### src/common/csr_pkg.sv
// Shared definitions for the machine-mode CSR unit
// Widths, CSR addresses, identification constants,
// access opcode and privilege enums, mstatus layout

package csr_pkg;

    ////////////////////
    // Widths

    localparam int XLEN       = 32;
    localparam int COUNTER_W  = 64;
    localparam int CSR_ADDR_W = 12;
    localparam int ECODE_W    = 5;
    localparam int RETIRE_W   = 2;

    ////////////////////
    // Enums

    // Low two bits of the funct3 field
    typedef enum logic [1:0] {
        CSR_RW = 2'b01,
        CSR_RS = 2'b10,
        CSR_RC = 2'b11
    } csr_op_e;

    typedef enum logic [1:0] {
        PRIV_USER    = 2'b00,
        PRIV_MACHINE = 2'b11
    } privilege_e;

    ////////////////////
    // mstatus layout

    // Only the machine interrupt enable stack is kept
    typedef struct packed {
        logic [18:0] zero_hi;
        privilege_e  mpp;
        logic [2:0]  zero_mid_hi;
        logic        mpie;
        logic [2:0]  zero_mid_lo;
        logic        mie;
        logic [2:0]  zero_lo;
    } mstatus_t;

    // mie, mpie and mpp
    localparam logic [XLEN-1:0] MSTATUS_MASK = 32'h0000_1888;

    ////////////////////
    // CSR addresses

    // Machine information, read-only range
    localparam logic [CSR_ADDR_W-1:0] ADDR_MVENDORID = 12'hF11;
    localparam logic [CSR_ADDR_W-1:0] ADDR_MARCHID   = 12'hF12;
    localparam logic [CSR_ADDR_W-1:0] ADDR_MIMPID    = 12'hF13;
    localparam logic [CSR_ADDR_W-1:0] ADDR_MHARTID   = 12'hF14;

    // Machine trap setup and handling
    localparam logic [CSR_ADDR_W-1:0] ADDR_MSTATUS  = 12'h300;
    localparam logic [CSR_ADDR_W-1:0] ADDR_MISA     = 12'h301;
    localparam logic [CSR_ADDR_W-1:0] ADDR_MTVEC    = 12'h305;
    localparam logic [CSR_ADDR_W-1:0] ADDR_MSCRATCH = 12'h340;
    localparam logic [CSR_ADDR_W-1:0] ADDR_MEPC     = 12'h341;
    localparam logic [CSR_ADDR_W-1:0] ADDR_MCAUSE   = 12'h342;
    localparam logic [CSR_ADDR_W-1:0] ADDR_MTVAL    = 12'h343;

    // Machine counters
    localparam logic [CSR_ADDR_W-1:0] ADDR_MCYCLE    = 12'hB00;
    localparam logic [CSR_ADDR_W-1:0] ADDR_MINSTRET  = 12'hB02;
    localparam logic [CSR_ADDR_W-1:0] ADDR_MCYCLEH   = 12'hB80;
    localparam logic [CSR_ADDR_W-1:0] ADDR_MINSTRETH = 12'hB82;

    // User read aliases
    localparam logic [CSR_ADDR_W-1:0] ADDR_CYCLE    = 12'hC00;
    localparam logic [CSR_ADDR_W-1:0] ADDR_TIME     = 12'hC01;
    localparam logic [CSR_ADDR_W-1:0] ADDR_INSTRET  = 12'hC02;
    localparam logic [CSR_ADDR_W-1:0] ADDR_CYCLEH   = 12'hC80;
    localparam logic [CSR_ADDR_W-1:0] ADDR_TIMEH    = 12'hC81;
    localparam logic [CSR_ADDR_W-1:0] ADDR_INSTRETH = 12'hC82;

    ////////////////////
    // Constant register contents

    // MXL = 1 (32-bit), extensions I and U
    localparam logic [XLEN-1:0] MISA_VALUE   = 32'h4010_0100;
    localparam logic [XLEN-1:0] MIMPID_VALUE = 32'h0000_0001;
    localparam logic [XLEN-1:0] HART_ID      = 32'h0000_0000;

endpackage

### src/common/csr_bus_if.sv
// Register bus between the access logic and one register block
// Access side drives address, write strobe and write data
// Block side answers with read data and an address hit

interface csr_bus_if;
    import csr_pkg::*;

    logic [CSR_ADDR_W-1:0] addr;
    logic                  write;
    logic [XLEN-1:0]       wdata;
    logic [XLEN-1:0]       rdata;
    logic                  hit;

    modport access (
        output addr,
        output write,
        output wdata,
        input  rdata,
        input  hit
    );

    // Block decodes its own addresses
    modport block (
        input  addr,
        input  write,
        input  wdata,
        output rdata,
        output hit
    );

endinterface

### src/logic/csr_access.sv
// CSR access control
// Legality check, read-modify-write evaluation,
// write strobe to the register blocks and registered response

module csr_access (
    input  logic                           clk,
    input  logic                           rst,
    input  logic                           req,
    input  logic [csr_pkg::CSR_ADDR_W-1:0] csr_addr,
    input  csr_pkg::csr_op_e               csr_op,
    input  logic [csr_pkg::XLEN-1:0]       rs1,
    input  csr_pkg::privilege_e            privilege,
    output logic                           rsp_valid,
    output logic                           illegal,
    output logic [csr_pkg::XLEN-1:0]       rdata,
    csr_bus_if.access                      trap_bus,
    csr_bus_if.access                      cnt_bus
);
    import csr_pkg::*;

    logic            any_hit;
    logic            priv_ok;
    logic            read_only;
    logic            is_write;
    logic            legal;
    logic            commit;
    logic [XLEN-1:0] old_value;
    logic [XLEN-1:0] new_value;

    ////////////////////
    // Address and read merge

    assign trap_bus.addr = csr_addr;
    assign cnt_bus.addr  = csr_addr;

    // Blocks decode disjoint ranges, at most one hits
    assign any_hit = trap_bus.hit | cnt_bus.hit;

    always_comb begin
        if (trap_bus.hit) begin
            old_value = trap_bus.rdata;
        end else if (cnt_bus.hit) begin
            old_value = cnt_bus.rdata;
        end else begin
            old_value = '0;
        end
    end

    ////////////////////
    // Legality

    // Bits 9:8 give the lowest privilege allowed to touch the CSR
    assign priv_ok   = (csr_addr[9:8] <= privilege);
    assign read_only = &csr_addr[11:10];

    // Set and clear with rs1 of zero only read
    assign is_write = (csr_op == CSR_RW) || (rs1 != '0);

    assign legal  = any_hit && priv_ok && !(is_write && read_only);
    assign commit = req && legal && is_write;

    ////////////////////
    // New value

    always_comb begin
        case (csr_op)
            CSR_RW:  new_value = rs1;
            CSR_RS:  new_value = old_value | rs1;
            CSR_RC:  new_value = old_value & ~rs1;
            default: new_value = rs1;
        endcase
    end

    assign trap_bus.write = commit;
    assign trap_bus.wdata = new_value;
    assign cnt_bus.write  = commit;
    assign cnt_bus.wdata  = new_value;

    ////////////////////
    // Response

    always_ff @(posedge clk) begin
        if (rst) begin
            rsp_valid <= 1'b0;
            illegal   <= 1'b0;
        end else begin
            rsp_valid <= req;
            illegal   <= req && !legal;
        end
    end

    // Old value, zero for a rejected access
    always_ff @(posedge clk) begin
        if (req) begin
            rdata <= legal ? old_value : '0;
        end
    end

    // One response per request, one cycle later
    a_rsp_follows_req: assert property (
        @(posedge clk) disable iff (rst) req |=> rsp_valid
    );

    a_rsp_needs_req: assert property (
        @(posedge clk) disable iff (rst) rsp_valid |-> $past(req)
    );

    // The write strobe lands in exactly one block
    a_write_single_block: assert property (
        @(posedge clk) disable iff (rst) commit |-> (trap_bus.hit ^ cnt_bus.hit)
    );

endmodule

### src/trap/trap_regs.sv
// Machine trap state
// Privilege level, mstatus, mtvec, mepc, mcause, mtval, mscratch
// Trap entry and mret sequencing
// Constant identification registers

module trap_regs (
    input  logic                        clk,
    input  logic                        rst,
    input  logic                        trap,
    input  logic [csr_pkg::ECODE_W-1:0] trap_code,
    input  logic [csr_pkg::XLEN-1:0]    trap_pc,
    input  logic [csr_pkg::XLEN-1:0]    trap_tval,
    input  logic                        mret,
    output logic [csr_pkg::XLEN-1:0]    trap_vector,
    output logic [csr_pkg::XLEN-1:0]    epc,
    output csr_pkg::privilege_e         privilege,
    csr_bus_if.block                    bus
);
    import csr_pkg::*;

    mstatus_t             mstatus;
    mstatus_t             mstatus_wr;
    logic [XLEN-1:0]      mtvec;
    logic [XLEN-1:0]      mepc;
    logic                 mcause_irq;
    logic [ECODE_W-1:0]   mcause_code;
    logic [XLEN-1:0]      mtval;
    logic [XLEN-1:0]      mscratch;
    logic                 wr_en;

    assign wr_en = bus.write && bus.hit;

    ////////////////////
    // Privilege and mstatus

    // mpp holds only user or machine, anything else reads back as user
    always_comb begin
        mstatus_wr = mstatus_t'(bus.wdata & MSTATUS_MASK);
        if (mstatus_wr.mpp != PRIV_MACHINE) begin
            mstatus_wr.mpp = PRIV_USER;
        end
    end

    always_ff @(posedge clk) begin
        if (rst) begin
            privilege   <= PRIV_MACHINE;
            mstatus     <= '0;
            mstatus.mpp <= PRIV_MACHINE;
        end else if (trap) begin
            privilege    <= PRIV_MACHINE;
            mstatus.mpp  <= privilege;
            mstatus.mpie <= mstatus.mie;
            mstatus.mie  <= 1'b0;
        end else if (mret) begin
            privilege    <= mstatus.mpp;
            mstatus.mpp  <= PRIV_USER;
            mstatus.mie  <= mstatus.mpie;
            mstatus.mpie <= 1'b1;
        end else if (wr_en && bus.addr == ADDR_MSTATUS) begin
            mstatus <= mstatus_wr;
        end
    end

    ////////////////////
    // Trap vector and return address

    // Direct mode only
    always_ff @(posedge clk) begin
        if (rst) begin
            mtvec <= '0;
        end else if (wr_en && bus.addr == ADDR_MTVEC) begin
            mtvec <= {bus.wdata[XLEN-1:2], 2'b00};
        end
    end

    always_ff @(posedge clk) begin
        if (rst) begin
            mepc <= '0;
        end else if (trap) begin
            mepc <= {trap_pc[XLEN-1:2], 2'b00};
        end else if (wr_en && bus.addr == ADDR_MEPC) begin
            mepc <= {bus.wdata[XLEN-1:2], 2'b00};
        end
    end

    assign trap_vector = mtvec;
    assign epc         = mepc;

    ////////////////////
    // Cause, value, scratch

    // Traps here are always exceptions
    always_ff @(posedge clk) begin
        if (rst) begin
            mcause_irq  <= 1'b0;
            mcause_code <= '0;
            mtval       <= '0;
            mscratch    <= '0;
        end else begin
            if (trap) begin
                mcause_irq  <= 1'b0;
                mcause_code <= trap_code;
                mtval       <= trap_tval;
            end else if (wr_en && bus.addr == ADDR_MCAUSE) begin
                mcause_irq  <= bus.wdata[XLEN-1];
                mcause_code <= bus.wdata[ECODE_W-1:0];
            end else if (wr_en && bus.addr == ADDR_MTVAL) begin
                mtval <= bus.wdata;
            end
            if (wr_en && bus.addr == ADDR_MSCRATCH) begin
                mscratch <= bus.wdata;
            end
        end
    end

    ////////////////////
    // Read decode

    // misa is WARL here, writes are accepted and dropped
    always_comb begin
        bus.hit = 1'b1;
        case (bus.addr)
            ADDR_MISA:      bus.rdata = MISA_VALUE;
            ADDR_MVENDORID: bus.rdata = '0;
            ADDR_MARCHID:   bus.rdata = '0;
            ADDR_MIMPID:    bus.rdata = MIMPID_VALUE;
            ADDR_MHARTID:   bus.rdata = HART_ID;
            ADDR_MSTATUS:   bus.rdata = mstatus;
            ADDR_MTVEC:     bus.rdata = mtvec;
            ADDR_MSCRATCH:  bus.rdata = mscratch;
            ADDR_MEPC:      bus.rdata = mepc;
            ADDR_MCAUSE:    bus.rdata = {mcause_irq, {(XLEN-ECODE_W-1){1'b0}}, mcause_code};
            ADDR_MTVAL:     bus.rdata = mtval;
            default: begin
                bus.hit   = 1'b0;
                bus.rdata = '0;
            end
        endcase
    end

    a_trap_mret_exclusive: assert property (
        @(posedge clk) disable iff (rst) !(trap && mret)
    );

endmodule

### src/logic/csr_counters.sv
// Cycle and retired-instruction counters
// 64-bit mcycle and minstret with separately writable halves
// User read aliases cycle, time and instret

module csr_counters (
    input  logic                         clk,
    input  logic                         rst,
    input  logic [csr_pkg::RETIRE_W-1:0] retire_inc,
    csr_bus_if.block                     bus
);
    import csr_pkg::*;

    logic [COUNTER_W-1:0] mcycle;
    logic [COUNTER_W-1:0] minstret;
    logic [COUNTER_W-1:0] mcycle_next;
    logic [COUNTER_W-1:0] minstret_next;
    logic                 wr_en;

    assign wr_en = bus.write && bus.hit;

    assign mcycle_next   = mcycle + COUNTER_W'(1);
    assign minstret_next = minstret + COUNTER_W'(retire_inc);

    ////////////////////
    // Counter update

    // Write selects per half after the add, so the carry still
    // reaches an unwritten upper half
    always_ff @(posedge clk) begin
        if (rst) begin
            mcycle   <= '0;
            minstret <= '0;
        end else begin
            mcycle[XLEN-1:0] <= (wr_en && bus.addr == ADDR_MCYCLE) ?
                bus.wdata : mcycle_next[XLEN-1:0];
            mcycle[COUNTER_W-1:XLEN] <= (wr_en && bus.addr == ADDR_MCYCLEH) ?
                bus.wdata[COUNTER_W-XLEN-1:0] : mcycle_next[COUNTER_W-1:XLEN];
            minstret[XLEN-1:0] <= (wr_en && bus.addr == ADDR_MINSTRET) ?
                bus.wdata : minstret_next[XLEN-1:0];
            minstret[COUNTER_W-1:XLEN] <= (wr_en && bus.addr == ADDR_MINSTRETH) ?
                bus.wdata[COUNTER_W-XLEN-1:0] : minstret_next[COUNTER_W-1:XLEN];
        end
    end

    ////////////////////
    // Read decode

    // No separate timer, time follows mcycle
    always_comb begin
        bus.hit = 1'b1;
        case (bus.addr)
            ADDR_MCYCLE, ADDR_CYCLE, ADDR_TIME:
                bus.rdata = mcycle[XLEN-1:0];
            ADDR_MCYCLEH, ADDR_CYCLEH, ADDR_TIMEH:
                bus.rdata = mcycle[COUNTER_W-1:XLEN];
            ADDR_MINSTRET, ADDR_INSTRET:
                bus.rdata = minstret[XLEN-1:0];
            ADDR_MINSTRETH, ADDR_INSTRETH:
                bus.rdata = minstret[COUNTER_W-1:XLEN];
            default: begin
                bus.hit   = 1'b0;
                bus.rdata = '0;
            end
        endcase
    end

    a_mcycle_monotonic: assert property (
        @(posedge clk) disable iff (rst) !wr_en |=> mcycle > $past(mcycle)
    );

    a_minstret_monotonic: assert property (
        @(posedge clk) disable iff (rst) !wr_en |=> minstret >= $past(minstret)
    );

endmodule

### src/logic/csr_unit.sv
// CSR unit top level
// Access logic with the trap register block and the counter block

module csr_unit (
    input  logic                           clk,
    input  logic                           rst,
    input  logic                           req,
    input  logic [csr_pkg::CSR_ADDR_W-1:0] csr_addr,
    input  csr_pkg::csr_op_e               csr_op,
    input  logic [csr_pkg::XLEN-1:0]       rs1,
    input  logic                           trap,
    input  logic [csr_pkg::ECODE_W-1:0]    trap_code,
    input  logic [csr_pkg::XLEN-1:0]       trap_pc,
    input  logic [csr_pkg::XLEN-1:0]       trap_tval,
    input  logic                           mret,
    input  logic [csr_pkg::RETIRE_W-1:0]   retire_inc,
    output logic                           rsp_valid,
    output logic                           illegal,
    output logic [csr_pkg::XLEN-1:0]       rdata,
    output logic [csr_pkg::XLEN-1:0]       trap_vector,
    output logic [csr_pkg::XLEN-1:0]       epc,
    output csr_pkg::privilege_e            privilege
);

    // One bus per register block
    csr_bus_if trap_bus ();
    csr_bus_if cnt_bus ();

    csr_access i_csr_access (
        .clk       (clk),
        .rst       (rst),
        .req       (req),
        .csr_addr  (csr_addr),
        .csr_op    (csr_op),
        .rs1       (rs1),
        .privilege (privilege),
        .rsp_valid (rsp_valid),
        .illegal   (illegal),
        .rdata     (rdata),
        .trap_bus  (trap_bus.access),
        .cnt_bus   (cnt_bus.access)
    );

    trap_regs i_trap_regs (
        .clk         (clk),
        .rst         (rst),
        .trap        (trap),
        .trap_code   (trap_code),
        .trap_pc     (trap_pc),
        .trap_tval   (trap_tval),
        .mret        (mret),
        .trap_vector (trap_vector),
        .epc         (epc),
        .privilege   (privilege),
        .bus         (trap_bus.block)
    );

    csr_counters i_csr_counters (
        .clk        (clk),
        .rst        (rst),
        .retire_inc (retire_inc),
        .bus        (cnt_bus.block)
    );

endmodule

### config.mk
export PLATFORM = sky130hd
export DESIGN_NAME = csr_unit
export DESIGN_NICKNAME = d
export VERILOG_FILES = /design/src/common/csr_pkg.sv /design/src/common/csr_bus_if.sv /design/src/logic/csr_access.sv /design/src/trap/trap_regs.sv /design/src/logic/csr_counters.sv /design/src/logic/csr_unit.sv
export SDC_FILE = /design/constraint.sdc
export NUM_CORES = 1
export LEC_CHECK = 0
export ABC_AREA = 1
export ABC_CLOCK_PERIOD_IN_PS = 5500
export BUFFER_PORTS_ARGS = -buffer_cell sky130_fd_sc_hd__buf_4
export CORE_AREA = 2 2 184 276
export DETAILED_ROUTE_END_ITERATION = 8
export DIE_AREA = 0 0 186 278
export PLACE_DENSITY = 0.52
export SLEW_MARGIN = 10
export SYNTH_ARGS = -nofsm -noshare
export SYNTH_HDL_FRONTEND = slang
export SYNTH_SLANG_ARGS = --single-unit
### constraint.sdc
create_clock -name clk -period 5.5 [get_ports clk]
set_input_delay 0.275 -clock clk [delete_from_list [all_inputs] [get_ports clk]]
set_output_delay 0.275 -clock clk [all_outputs]
set_load 0.005 [all_outputs]
# Word level (Yosys, flattened, before mapping)
# Index checks and enable logic that the tools add are counted.
[totals]
out_inout_bits = 100
inputBits = 122
reg_bits = 298
word_cells = 109
[classes]
reduce_logical = 36
n_bitwise = 4
magnitude_cmp = 1
muxes = 25
add_sub_neg = 2
eq_ne = 26
[op_table]
columns = ["op", "n"]
rows = [
  ["$mux 32", 11],
  ["$pmux 32 s8", 1],
  ["$eq 12x12->1 const B", 14],
  ["$pmux 32 s4", 1],
  ["$eq 12x10->1 const B", 7],
  ["$add 64x1->64 const B", 1],
  ["$add 64x2->64", 1],
  ["$pmux 32 s2", 1],
  ["$and 32x32->32", 1],
  ["$not 32->32", 1],
  ["$or 32x32->32", 1],
  ["$reduce_bool 32->1", 1],
  ["$logic_and 1x1->1", 18],
  ["$mux 13", 1],
  ["$reduce_or 11->1", 1],
  ["$mux 5", 2],
  ["$reduce_or 10->1", 1],
  ["$reduce_bool 2->1", 4],
  ["$mux 2", 3],
  ["$reduce_or 2->1", 3],
  ["$reduce_or 3->1", 2],
  ["$mux 1", 5],
  ["$eq 2x2->1 const B", 2],
  ["$ne 2x2->1 const B", 2],
  ["other kinds (7)", 9],
]

# Depth between registers and ports, before layout
[depth]
word_depth = 13
mapped_depth = 18
mapped_depth_nobuf = 17

# Cells and area by module
# From an unflattened synthesis, not the netlist that was laid out.
[hier_totals]
hier_cells = 3186
area_unflattened_um2 = 19874.1
[by_module_without_submodules]
columns = ["module", "cells_per_inst", "seq_area_each_um2", "area_each_um2", "instances"]
rows = [
  ["csr_counters", 1754, 2562.5, 9975.8, 1],
  ["trap_regs", 1083, 2722.6, 6924.1, 1],
  ["csr_access", 349, 1001.0, 2974.1, 1],
]

# Least setup slack after synthesis
# OpenSTA, ideal clock, no wires.
[synth_timing]
path_type = "reg2reg"
from = "register i_csr_counters.minstret[0]"
to = "register i_csr_counters.minstret[48]"
path_stages_with_launch = 18
slack_ns = 3.016
setup_time_ns = 0.111
arrival_ns = 2.372
cell_sequence = "dfxtp_1 ha_1 inv_1 fa_1 nor2_1 nand2_1 inv_1 nand2_1 nor2_1 nand4_1 inv_1 nand4_1 nor2_2 nand2_1 nand2_1 inv_1 nor2_1 nor2_1"
[synth_via]
elab_chain_len = 2
[synth_lines]
columns = ["element", "line_no", "text"]
rows = [
  ["start, declared", "csr_counters.sv:14", "logic [COUNTER_W-1:0] minstret;"],
  ["start signal, assigned by index", "csr_counters.sv:38", "minstret[XLEN-1:0] <= (wr_en && bus.addr == ADDR_MINSTRET) ?"],
  ["start signal, assigned by index", "csr_counters.sv:40", "minstret[COUNTER_W-1:XLEN] <= (wr_en && bus.addr == ADDR_MINSTRETH) ?"],
  ["$add 64x2->64", "csr_counters.sv:22", "assign minstret_next = minstret + COUNTER_W'(retire_inc);"],
  ["$mux 32", "csr_counters.sv:40", ""],
]
# No other way between the ends.
# A chain may end at the register's enable or synchronous reset.

# Worst setup path after layout
[layout_timing]
from = "register i_csr_counters.mcycle[1]"
to = "register i_csr_counters.mcycle[48]"
[layout_via]
elab_chain_len = 2
[layout_lines]
columns = ["element", "line_no", "text"]
rows = [
  ["start, declared", "csr_counters.sv:13", "logic [COUNTER_W-1:0] mcycle;"],
  ["start signal, assigned by index", "csr_counters.sv:34", "mcycle[XLEN-1:0] <= (wr_en && bus.addr == ADDR_MCYCLE) ?"],
  ["start signal, assigned by index", "csr_counters.sv:36", "mcycle[COUNTER_W-1:XLEN] <= (wr_en && bus.addr == ADDR_MCYCLEH) ?"],
  ["$add 64x1->64", "csr_counters.sv:21", "assign mcycle_next = mcycle + COUNTER_W'(1);"],
  ["$mux 32", "csr_counters.sv:36", ""],
]
# No other way between the ends.

==> results by group <==
Power and ir drop
  – Sw power: 0.00139 W
  – Power per cell area: between 200 and 250 mW/mm²
  – Leak pwr: 10.1 nW
  – Peak supply drop: 0.219 mV
  – Logic pwr share: 9.4%
  – Reg power frac: 43.1%
  – Internal: between 0.003 and 0.004 W
  – Switching part of the total power: 26.3%
  – Clock share of power: 47.5%

Global route
  – Initial antenna violation count: 4
  – All-Layer GR Usage: 31.4%
  – Global-route wire length before repair: 122,000 µm
  – Vias in the first global route: 19,800
  – GR Overflow Total: 0
  – Largest net degree at the start of global routing: 195

Min path
  – Hold depth: 2
  – HP Class: in -> reg
  – WHS Endpoint: i_trap_regs.privilege[1]$_SDFFE_PP1P_
  – Hold path start: mret

Routing
  – Final ANT Viol Nets: 0
  – DR WL/cell: 21.1 µm
  – DRC violations left: 0
  – Via count: between 20,000 and 25,000
  – Detailed-route vias per instance: 5.29
  – Total Wirelength: slightly above 80,000 µm
  – TritonRoute pass-1 iters: 5
  – DR iter-0 viols: 1,841

Floorplanning
  – Die Area: 0.0517 mm²
  – Core area: between 0.04 and 0.05 mm²
  – Top Ports: 222
  – # rows: 100
  – Initial Util: 37.6%
  – Die span in y: 278 µm
  – Chip width: 186 µm

Finish
  – Multi-input gate area: 0.0107 mm²
  – Layout area overhead: 17.9%
  – # fillers: 5,339
  – Share of layout cells above drive strength 1: 11.1%
  – Commonest non-fill, non-tap cell in the layout: nand2_1
  – Post-route insts no fill: 3,892
  – Nets: approximately 3,300
  – Most frequent cells in the layout: nand2_1, nor2_1, dfxtp_1, buf_4, inv_1
  – Reg area: between 0.006 and 0.007 mm²

STA
  – Max-slew violation count: 0
  – Clock skew: ~0.025 ns
  – Final Hold Fails: 0
  – Relative slew slack: 20.5%
  – Least-Margin Pin Slew: 1.19 ns
  – Final setup fails: 0
  – Setup tns final: 0 ns
  – Final worst path period share: 63.4%
  – Max Clock Freq: 0.287 GHz
  – Worst setup margin: about 2.0 ns
  – Min cycle time layout: 3.49 ns
  – RSZ-0062 raised after global routing: no

CTS
  – CTS Buffer Depth: 3
  – # H-tree levels: 2
  – Post-CTS setup buffer count: 0
  – Inserted Clock Buffers: 35
  – # hold bufs at CTS: 0
  – CTS sink cnt: 298
  – Clock latency on the worst-skew pair: between 0.5 and 0.6 ns
  – CTS Root Cell: clkbuf_16
  – Post-cts gate resize count: 0
  – Clock transition at path regs: 0.07 ns
  – CTS tree: done

Setup path
  – CP Capture Type: flip-flop
  – Crit start category: flip-flop
  – Reg-to-reg setup timing slack: 2.01 ns
  – Reg-to-reg critical path startpoint: i_csr_counters.mcycle[1]$_SDFF_PP0_
  – CP arrival: between 3 and 4 ns
  – RR Endpoint: i_csr_counters.mcycle[48]$_SDFF_PP0_
  – Worst setup path class: reg -> reg
  – CP Max Fanout: 9
  – WP data required: between 5 and 6 ns
  – Reg2reg path depth: 14

Synthesis
  – Ranking of synthesized cells by area: dfxtp_1, nand2_1, nor2_1
  – Synthesized flop and latch total: 298
  – Yosys warns: 0
  – Synthesized netlist cell count: a little over 3,000
  – Post-synthesis instance area: 0.0186 mm²
  – Netlist cell types: 51
  – Dominant cell type by area after synthesis: dfxtp_1
  – Ys flop type: dfxtp_1
  – Synth top area share: 28.7%
  – Post-synth EDFFs: 32
  – Seq/Total Area, Yosys: 33.8%
  – Post-synthesis async set-or-reset flop share: 0%
  – Post-Synthesis Mean Instance Area: 6.09 µm²

Job
  – Max-Cap Viols: 0

Outcome
  – Outcome: finished, final reports clean

Placement
  – Dpl ws: 1.64 ns
  – Port Buffers: 215
  – Placed Instances: 3,827
  – GPL Wtd Cong: between 0.9 and 1
  – Detailed placer's ending HPWL: 63,400 µm
-- final cells by class --
cell class / instances / share of cell area (%)
Sequential cell: 298 / 28.7
Inverter: 255 / 4.39
Tap cell: 663 / 3.79
Clock inverter: 14 / 0.743
Timing Repair Buffer: 251 / 8.66
Clock buffer: 50 / 4.77
Antenna cell: 1 / 0.0114
Multi-Input combinational cell: 2360 / 48.9
-- cell usage after synthesis (all sizes together) (4+ instances only) --
cell type and n:
nand2 836, nor2 712, dfxtp 266, inv 253
nand3 216, o21ai 207, a21oi 82, clkbuf 70
buf 68, nor3 62, xor2 60, nand4 59
nand3b 42, edfxtp 32, xnor2 19, nor4 12
a221oi 6, a31oi 6, ha 5, and3 4
o2111ai 4, o211ai 4
-- cells by family after synthesis --
group           share of synthesized area (%)
compound gates                           9.06
xor+xnor                                 3.72
fa+ha+maj                               0.445
buf+inv                                  8.63
flops                                    33.8
mux                                     0.162
other cells                            0.0202
simple gates                             44.1
-- layer usage --
metal	global-route usage (%)	wire [µm]
met1	36.6	31300
met5	0	64
met3	3.74	4770
met4	15.0	4320
met2	56.3	41600
-- power by group through the flow --
stage	clock network [W]	registers, W	logic (W)
detailed placement	0	0.00233	0.000491
floorplan	0	0.00232	0.000256
global placement	0	0.00233	0.000487
finish	0.00251	0.00228	0.000495
global route	0.00263	0.00228	0.000544
CTS	0.00254	0.00228	0.000492
-- how the worst max path moves through the flow --
stage	startpoint	slack, ns	to	cells past startpoint
after floorplan	i_csr_counters.minstret[0]$_SDFF_PP0_	3.02	i_csr_counters.minstret[48]$_SDFF_PP0_	17
after global placement	csr_addr[10]	1.73	i_trap_regs.mtval[21]$_SDFFE_PP0P_	17
after detailed placement	csr_addr[3]	1.64	i_trap_regs.mtval[30]$_SDFFE_PP0P_	17
after CTS	i_csr_counters.minstret[0]$_SDFF_PP0_	2.04	i_csr_counters.minstret[48]$_SDFF_PP0_	17
after global routing	i_csr_counters.minstret[0]$_SDFF_PP0_	1.75	i_csr_counters.minstret[48]$_SDFF_PP0_	17
final	i_csr_counters.mcycle[1]$_SDFF_PP0_	2.01	i_csr_counters.mcycle[48]$_SDFF_PP0_	14
-- registers in the layout, indices dropped and copies added (netlist names) --
register,flops
i_csr_counters.minstret,64
i_trap_regs.privilege,2
i_trap_regs.mtval,32
i_trap_regs.mcause_code,5
i_trap_regs.mcause_irq,1
i_csr_counters.mcycle,64
i_trap_regs.mscratch,32
i_trap_regs.mstatus,4
i_trap_regs.epc,30
i_csr_access.rsp_valid,1
i_csr_access.illegal,1
i_csr_access.rdata,32
i_trap_regs.trap_vector,30
-- worst max-delay path, stage by stage, from the launching register on --
cell and delay [ns]:
dfxtp_1 0.38, ha_1 0.25, nand3_1 0.14, nor2_1 0.46
nand2_1 0.20, nor3_2 0.28, nand4_2 0.26, nor2_1 0.45
nand3_2 0.30, nor2_4 0.34, nand2_1 0.09, nand2_1 0.07
inv_1 0.04, nor2_1 0.09, nor2_1 0.04
-- stage by stage --
step | utilization (%) | total power, W | instance area (µm²) | hold slack (ns)
5_1_grt | 44.3 | 0.00546 | 21900 | 0.0264
4_1_cts | 44.3 | 0.00532 | 21900 | 0.00612
6_report | 44.3 | 0.00529 | 21900 | 0.0195
3_5_place_dp | 41.9 | 0.00282 | 20700 | 0.478
3_3_place_gp | 41.9 | 0.00282 | 20700 | 0.476
2_1_floorplan | - | 0.00257 | 18600 | 0.387
(Power assumes the default switching activity.)
